`src/jt12_pkg.sv`:
```
package jt12_pkg;

    // External cen pulses per internal FM clock enable
    localparam int CEN_DIV    = 6;
    // clk_en ticks that busy stays high after a data write
    localparam int BUSY_TICKS = 32;
    // clk_en ticks per timer B count
    localparam int TMRB_PRE   = 16;

    localparam int TMRA_W = 10; // Timer A width
    localparam int TMRB_W = 8;  // Timer B width

    // Timer register numbers in part I
    localparam logic [7:0] REG_TMRA_HI = 8'h24; // Timer A bits 9..2
    localparam logic [7:0] REG_TMRA_LO = 8'h25; // Timer A bits 1..0
    localparam logic [7:0] REG_TMRB    = 8'h26;
    localparam logic [7:0] REG_TMR_CTL = 8'h27;

    // Bit positions in the timer control register
    localparam int CTL_LOAD_A = 0;
    localparam int CTL_LOAD_B = 1;
    localparam int CTL_IRQ_A  = 2;
    localparam int CTL_IRQ_B  = 3;
    localparam int CTL_CLR_A  = 4;
    localparam int CTL_CLR_B  = 5;

    // Timer setup as held by the register decoder
    typedef struct packed {
        logic [TMRA_W-1:0] value_a;
        logic [TMRB_W-1:0] value_b;
        logic              load_a;
        logic              load_b;
        logic              irq_en_a;
        logic              irq_en_b;
    } tmr_cfg_t;

    // One-clock flag clear strobes
    typedef struct packed {
        logic clr_a;
        logic clr_b;
    } tmr_clr_t;

    // Overflow flags back to the status byte
    typedef struct packed {
        logic flag_a;
        logic flag_b;
    } tmr_flags_t;

endpackage

```
`src/jt12_cen_div.sv`:
```
`timescale 1ns/100ps

module jt12_cen_div import jt12_pkg::*; (
    input  logic clk,
    input  logic arst_n,
    input  logic cen,
    output logic clk_en
);

    logic [$clog2(CEN_DIV)-1:0] cnt;

    // Counts cen pulses only, wraps every CEN_DIV of them
    always_ff @(posedge clk or negedge arst_n) begin
        if (!arst_n) begin
            cnt    <= '0;
            clk_en <= 1'b0;
        end else if (cen) begin
            if (cnt == CEN_DIV - 1) begin
                cnt    <= '0;
                clk_en <= 1'b1; // Single clk wide
            end else begin
                cnt    <= cnt + 1'b1;
                clk_en <= 1'b0;
            end
        end else begin
            clk_en <= 1'b0;
        end
    end

    // Divider must never produce back-to-back enables
    a_clk_en_single: assert property (
        @(posedge clk) disable iff (!arst_n)
        clk_en |=> !clk_en
    ) else $error("clk_en high on two consecutive clocks");

endmodule

```
`src/jt12_timer.sv`:
```
`timescale 1ns/100ps

module jt12_timer #(
    parameter int CNT_W = 10
) (
    input  logic             clk,
    input  logic             arst_n,
    input  logic             tick,
    input  logic [CNT_W-1:0] value,
    input  logic             load,
    input  logic             irq_en,
    input  logic             clr,
    output logic             flag
);

    logic [CNT_W-1:0] cnt;
    logic             overflow;

    // Counter at its top value on a running tick
    assign overflow = load && tick && (cnt == '1);

    always_ff @(posedge clk or negedge arst_n) begin
        if (!arst_n) begin
            cnt <= '0;
        end else if (!load) begin
            cnt <= value; // Stopped timer sits at its start value
        end else if (tick) begin
            if (overflow) begin
                cnt <= value;
            end else begin
                cnt <= cnt + 1'b1;
            end
        end
    end

    // Sticky overflow flag
    always_ff @(posedge clk or negedge arst_n) begin
        if (!arst_n) begin
            flag <= 1'b0;
        end else if (clr) begin
            flag <= 1'b0; // Clear wins over a set in the same cycle
        end else if (overflow && irq_en) begin
            flag <= 1'b1;
        end
    end

    // Flag needs the enable at the overflow that sets it
    a_flag_needs_en: assert property (
        @(posedge clk) disable iff (!arst_n)
        $rose(flag) |-> $past(irq_en)
    ) else $error("timer flag rose with irq enable low");

endmodule

```
`src/jt12_mmr.sv`:
```
`timescale 1ns/100ps

module jt12_mmr import jt12_pkg::*; (
    input  logic       clk,
    input  logic       arst_n,
    input  logic       clk_en,
    input  logic [7:0] din,
    input  logic [1:0] addr,
    input  logic       cs_n,
    input  logic       wr_n,
    input  tmr_flags_t flags,
    output tmr_cfg_t   cfg,
    output tmr_clr_t   clr,
    output logic [7:0] dout
);

    logic       write;
    logic       addr_wr;
    logic       data_wr;
    logic [7:0] reg_sel;   // Latched register number
    logic       busy;
    logic [$clog2(BUSY_TICKS)-1:0] busy_cnt;

    assign write   = !cs_n && !wr_n;
    // Part II (addr[1] high) is not decoded
    assign addr_wr = write && (addr == 2'b00);
    assign data_wr = write && (addr == 2'b01);

    always_ff @(posedge clk or negedge arst_n) begin
        if (!arst_n) begin
            reg_sel <= '0;
        end else if (addr_wr) begin
            reg_sel <= din;
        end
    end

    // Timer registers
    always_ff @(posedge clk or negedge arst_n) begin
        if (!arst_n) begin
            cfg <= '0;
            clr <= '0;
        end else begin
            clr <= '0; // Clear bits only strobe
            if (data_wr) begin
                case (reg_sel)
                    REG_TMRA_HI: cfg.value_a[TMRA_W-1:2] <= din;
                    REG_TMRA_LO: cfg.value_a[1:0]        <= din[1:0];
                    REG_TMRB:    cfg.value_b             <= din;
                    REG_TMR_CTL: begin
                        cfg.load_a   <= din[CTL_LOAD_A];
                        cfg.load_b   <= din[CTL_LOAD_B];
                        cfg.irq_en_a <= din[CTL_IRQ_A];
                        cfg.irq_en_b <= din[CTL_IRQ_B];
                        clr.clr_a    <= din[CTL_CLR_A];
                        clr.clr_b    <= din[CTL_CLR_B];
                    end
                    default: ; // FM registers are not implemented
                endcase
            end
        end
    end

    // Busy window, restarted by every data write
    always_ff @(posedge clk or negedge arst_n) begin
        if (!arst_n) begin
            busy     <= 1'b0;
            busy_cnt <= '0;
        end else if (data_wr) begin
            busy     <= 1'b1;
            busy_cnt <= '0;
        end else if (busy && clk_en) begin
            busy_cnt <= busy_cnt + 1'b1;
            if (busy_cnt == BUSY_TICKS - 1) begin
                busy <= 1'b0; // Last tick of the window
            end
        end
    end

    // Status byte, one clock behind its sources
    always_ff @(posedge clk or negedge arst_n) begin
        if (!arst_n) begin
            dout <= '0;
        end else begin
            dout <= {busy, 5'd0, flags.flag_b, flags.flag_a};
        end
    end

    // Busy can only be started by the bus
    a_busy_rise: assert property (
        @(posedge clk) disable iff (!arst_n)
        $rose(busy) |-> $past(data_wr)
    ) else $error("busy rose without a data write");

endmodule

```
`src/jt12_timers.sv`:
```
`timescale 1ns/100ps

module jt12_timers import jt12_pkg::*; (
    input  logic       clk,
    input  logic       arst_n,
    input  logic       clk_en,
    input  tmr_cfg_t   cfg,
    input  tmr_clr_t   clr,
    output tmr_flags_t flags,
    output logic       irq_n
);

    logic [$clog2(TMRB_PRE)-1:0] pre_cnt;
    logic                        tick_b;
    logic                        flag_a;
    logic                        flag_b;

    // Timer B prescaler, runs on clk_en
    always_ff @(posedge clk or negedge arst_n) begin
        if (!arst_n) begin
            pre_cnt <= '0;
        end else if (clk_en) begin
            pre_cnt <= (pre_cnt == TMRB_PRE - 1) ? '0 : pre_cnt + 1'b1;
        end
    end

    assign tick_b = clk_en && (pre_cnt == TMRB_PRE - 1);

    jt12_timer #(.CNT_W(TMRA_W)) u_tmr_a (
        .clk    ( clk          ),
        .arst_n ( arst_n       ),
        .tick   ( clk_en       ),
        .value  ( cfg.value_a  ),
        .load   ( cfg.load_a   ),
        .irq_en ( cfg.irq_en_a ),
        .clr    ( clr.clr_a    ),
        .flag   ( flag_a       )
    );

    jt12_timer #(.CNT_W(TMRB_W)) u_tmr_b (
        .clk    ( clk          ),
        .arst_n ( arst_n       ),
        .tick   ( tick_b       ), // 16x slower than timer A
        .value  ( cfg.value_b  ),
        .load   ( cfg.load_b   ),
        .irq_en ( cfg.irq_en_b ),
        .clr    ( clr.clr_b    ),
        .flag   ( flag_b       )
    );

    assign flags = '{flag_a: flag_a, flag_b: flag_b};

    // Open-drain style request, low while any flag is up
    assign irq_n = !(flag_a || flag_b);

endmodule

```
`src/jt12_top.sv`:
```
`timescale 1ns/100ps

module jt12_top import jt12_pkg::*; (
    input  logic       clk,    // CPU clock
    input  logic       arst_n,
    input  logic       cen,    // External clock enable, tie high if unused
    input  logic [7:0] din,
    input  logic [1:0] addr,
    input  logic       cs_n,
    input  logic       wr_n,
    output logic [7:0] dout,   // Status byte
    output logic       irq_n
);

    logic       clk_en;
    tmr_cfg_t   cfg;
    tmr_clr_t   clr;
    tmr_flags_t flags;

    // Internal FM rate
    jt12_cen_div u_cen_div (
        .clk    ( clk    ),
        .arst_n ( arst_n ),
        .cen    ( cen    ),
        .clk_en ( clk_en )
    );

    // Bus side: address latch, timer registers, busy and status
    jt12_mmr u_mmr (
        .clk    ( clk    ),
        .arst_n ( arst_n ),
        .clk_en ( clk_en ),
        .din    ( din    ),
        .addr   ( addr   ),
        .cs_n   ( cs_n   ),
        .wr_n   ( wr_n   ),
        .flags  ( flags  ),
        .cfg    ( cfg    ),
        .clr    ( clr    ),
        .dout   ( dout   )
    );

    jt12_timers u_timers (
        .clk    ( clk    ),
        .arst_n ( arst_n ),
        .clk_en ( clk_en ),
        .cfg    ( cfg    ),
        .clr    ( clr    ),
        .flags  ( flags  ),
        .irq_n  ( irq_n  )
    );

endmodule

```
`config.mk`:
```
export PLATFORM = sky130hd
export DESIGN_NAME = jt12_top
export DESIGN_NICKNAME = d
export VERILOG_FILES = /design/src/jt12_pkg.sv /design/src/jt12_cen_div.sv /design/src/jt12_timer.sv /design/src/jt12_mmr.sv /design/src/jt12_timers.sv /design/src/jt12_top.sv
export SDC_FILE = /design/constraint.sdc
export NUM_CORES = 1
export LEC_CHECK = 0
export BUFFER_PORTS_ARGS = -buffer_cell sky130_fd_sc_hd__buf_2
export CORE_MARGIN = 4
export CORE_UTILIZATION = 35
export CTS_CLUSTER_SIZE = 20
export DETAILED_ROUTE_END_ITERATION = 12
export GPL_TIMING_DRIVEN = 0
export HOLD_SLACK_MARGIN = 0.06
export PLACE_DENSITY = 0.59
export SETUP_SLACK_MARGIN = 0.4
export SLEW_MARGIN = 10
export SYNTH_ARGS = -nofsm -noshare
export SYNTH_HDL_FRONTEND = slang
export SYNTH_SLANG_ARGS = --single-unit
```
`constraint.sdc`:
```
create_clock -name clk -period 5.14 [get_ports clk]
set_input_delay 1.542 -clock clk [delete_from_list [all_inputs] [get_ports clk]]
set_output_delay 1.542 -clock clk [all_outputs]
set_load 0.01 [all_outputs]
```
==> impl_metrics.toml <==
[critical_path]
r2r_end = "u_timers.u_tmr_a.cnt[7]"
start_kind = "primary input"
cp_top_family = "simple AND/OR/NAND/NOR gates"
cp_num_buf_inv = 1
critPathKind = "in -> reg"
cp_max_fo = 9
required_ns = 5.36
rrSetupSlack_ns = 2.91
startpoint = "wr_n"
path_cells = "buf_2, nor4b_4, and4b_4, nor3b_4, mux2_2"
worst_r2r_path_depth = 6
cp-end-kind = "register"
arrival_ns = 3.35
rr_startpoint = "u_timers.u_tmr_a.cnt[0]"
cp_slowest_cell = "nor4b_4"
critPathMaxStageDelay_ns = 0.53

[floorplanning]
dieArea_sq_um = 10600
rows = 34
core_area_sq_um = 8720
fp.dieH_microns = 103
io_pins = 24
initial_core_util_pct = 36.1
die_w_microns = 103

[clock_network]
clockRootBuffer = "clkbuf_8"
hold_buffers = 0
clock_latency_ns = 0.34
clk_pin_slew_worst_paths_ns = 0.07
cts_setup_buffers = 0
tritoncts = "yes"
cts_buffers = 9
htreeDepth = 3
cts_sinks = 69
clock_path_buffers = 2
cts_repair_resize_count = 0

[power]
p_sw_mw = 0.320
power-per-cell-area_nw_per_um2 = 340
pwr-share-clk_pct = 36.1
ir_drop_mv = 0.162
p_leak_nw = 1.65
p_sw_share_pct = 26.0
p_int_mw = 0.912
pwr-share-comb_pct = 11.0
seqPwrFrac_pct = 52.9

[synthesis]
synth_area_sq_um = 3150
ys.warnings.count = 0
yosys-mux-area-fraction_pct = 11.0
synth_edf_count = 0
synth_xor_area_share_pct = 2.50
yosysUniqueCellTypes = 44
avgSynthCellArea_sq_um = 11.0
synth_compound_area_share_pct = 10.1
syn_inst = 287
synthFlopType = "dfrtp_1"
synthArstFlopShare_pct = 100
synth_fa_ha_area_share_pct = 1.99
synthSimpleGateAreaFrac_pct = 16.7
ys_ff_latch = 69
ys_seq_area_share_pct = 54.8
synth_top_family_by_area = "simple AND/OR/NAND/NOR gates"

[global_routing]
grt_max_degree = 46
overflow = 0
grt_antenna_before_repair = 0
grt_first_pass_wirelength_microns = 10400
grtUsageTotal_pct = 12.9
grt_pass1_vias = 2139

[timing]
min_period_ns = 3.13
worst_slew_pin_slew_ns = 0.885
slew_viol_final = 0
setup_viol = 0
rsz0062_at_grt = "no"
hold_viol = 0
max_freq_mhz = 320
fin_worst_skew_ns = 0.00773
tns_ns = 0
fin_crit_sh_pct = 60.9
max-slew-margin-rel_pct = 40.5

[finish]
drive_gt1_share_pct = 24.0
seq_area_sq_um = 1730
multi_input_area_sq_um = 1350
nets = 341
layout-area-overhead-vs-synth_pct = 14.9
layout_common_cells = "69 x dfrtp_1, 29 x mux2_2, 27 x nor2_1, 26 x nand2_1"
fillers = 838
n_antenna_cell = 0
final_cell_area_sq_um = 3620
layout_commonest_cell = "dfrtp_1"

[hold_path]
hold_class = "reg -> reg"
holdCritStartpoint = "u_mmr.clr[0]"
hold-path-endpoint = "u_timers.u_tmr_b.flag"
hold_path_depth = 1

[detailed_routing]
route.detailed.drc = 0
detail-route-antenna-nets = 0
vias = 2207
first_pass_iters = 4
via_per_inst = 5.10
wl_microns = 6100
first_iter_violations = 72
detail_route.wl_per_cell_microns = 14.1

[placed_design]
portBuffers = 18
placed_cell_area_sq_um = 3420
gp_congestion = 0.792
place_hpwl_microns = 4390

[job]
maxCapViolCount = 0

[run_status]
status = "completed"
==> per-layer routing <==
metal / routed length (microns) / vias to the layer above / global-route usage [%]
li1: - / 1084 / -
met1: 2850 / 1081 / 17.4
met2: 2920 / 38 / 19.6
met3: 283 / 4 / 4.87
met4: 46 / 0 / 3.59
met5: 0 / - / 0
==> worst max path at each step <==
stage          slack [ns]  depth (start not counted)            end
2_1_floorplan        2.09                          4  u_mmr.cfg[14]
3_3_place_gp         1.60                          5  u_mmr.cfg[16]
3_5_place_dp         1.62                          5  u_mmr.cfg[17]
4_1_cts              1.99                          5  u_mmr.cfg[17]
5_1_grt              1.92                          5  u_mmr.cfg[16]
6_report             2.01                          5  u_mmr.cfg[17]
==> per-stage QoR <==
stage                     power, mW  utilization [%]  worst slack, ns  hold WS [ns]  instances
after floorplan               0.744                -             2.09         0.375        291
after detailed placement      0.800             39.2             1.62         0.388        418
final                          1.23             41.5             2.01         0.394        433
after global routing           1.31             41.5             1.92         0.408        433
after global placement        0.787             38.9             1.60         0.381        417
after CTS                      1.25             41.5             1.99         0.399        433
==> flip-flops by register name (all words and copies together) (netlist names), 3 cells and up <==
name                  count
u_mmr.cfg                22
u_timers.u_tmr_a.cnt     10
u_mmr.reg_sel             8
u_timers.u_tmr_b.cnt      8
u_mmr.busy_cnt            5
u_timers.pre_cnt          4
u_cen_div.cnt             3
u_mmr.dout                3
==> Yosys cell counts, drive strengths merged (2+ instances only) <==
cell	n	area share, %
and3	2	0.40
nor2	28	3.4
o22ai	2	0.40
o21ai	18	2.9
nand3	17	2.7
nor4	2	0.60
xnor2	2	0.56
clkbuf	4	0.48
a31oi	4	0.79
dfrtp	69	55
xor2	7	1.9
nand4	10	2.0
buf	6	1.4
nor4b	2	1.0
a21o	4	0.99
ha	5	2.0
mux2i	2	0.64
nor3b	2	0.83
a221o	2	0.64
or2	2	0.40
nand2	26	3.1
inv	8	0.95
a21oi	16	2.5
nor3	6	1.1
mux2	29	10
==> layout make-up <==
class,count,share of cell area (%)
clock buffers,11,4.19
flip-flops and latches,69,47.7
inverters,8,0.830
well taps,108,3.74
clock inverters,4,1.31
repair buffers,19,3.32
multi-input cells,204,37.3
plain buffers,10,1.59
==> power by group through the flow <==
stage / Combinational [mW] / Clock [mW] / Sequential, mW
global placement: 0.129 / 0 / 0.658
global route: 0.155 / 0.489 / 0.662
detailed placement: 0.139 / 0 / 0.661
finish: 0.136 / 0.444 / 0.651
CTS: 0.139 / 0.458 / 0.651
floorplan: 0.0943 / 0 / 0.650
==> cells by family (layout without fill, tap and decap cells) <==
logic type / count (synthesis) / count (layout)
buffers and inverters: 18 / 52
AOI/OAI and AO/OA: 53 / 53
muxes: 31 / 31
DFF: 69 / 69
adders and majority gates: 5 / 5
other: 1 / 5
and+or+nand+nor: 101 / 101
xor gates and xnor gates: 9 / 9
==> worst reg2reg max path, delay by kind of cell, from the launching register on <==
kind	cells	cell delay [ns]
AOI/OAI and AO/OA	2	0.31
DFF	1	0.42
and+or+nand+nor	3	1.13
adders and majority gates	1	0.24
Power figures use the tool's default switching activity.
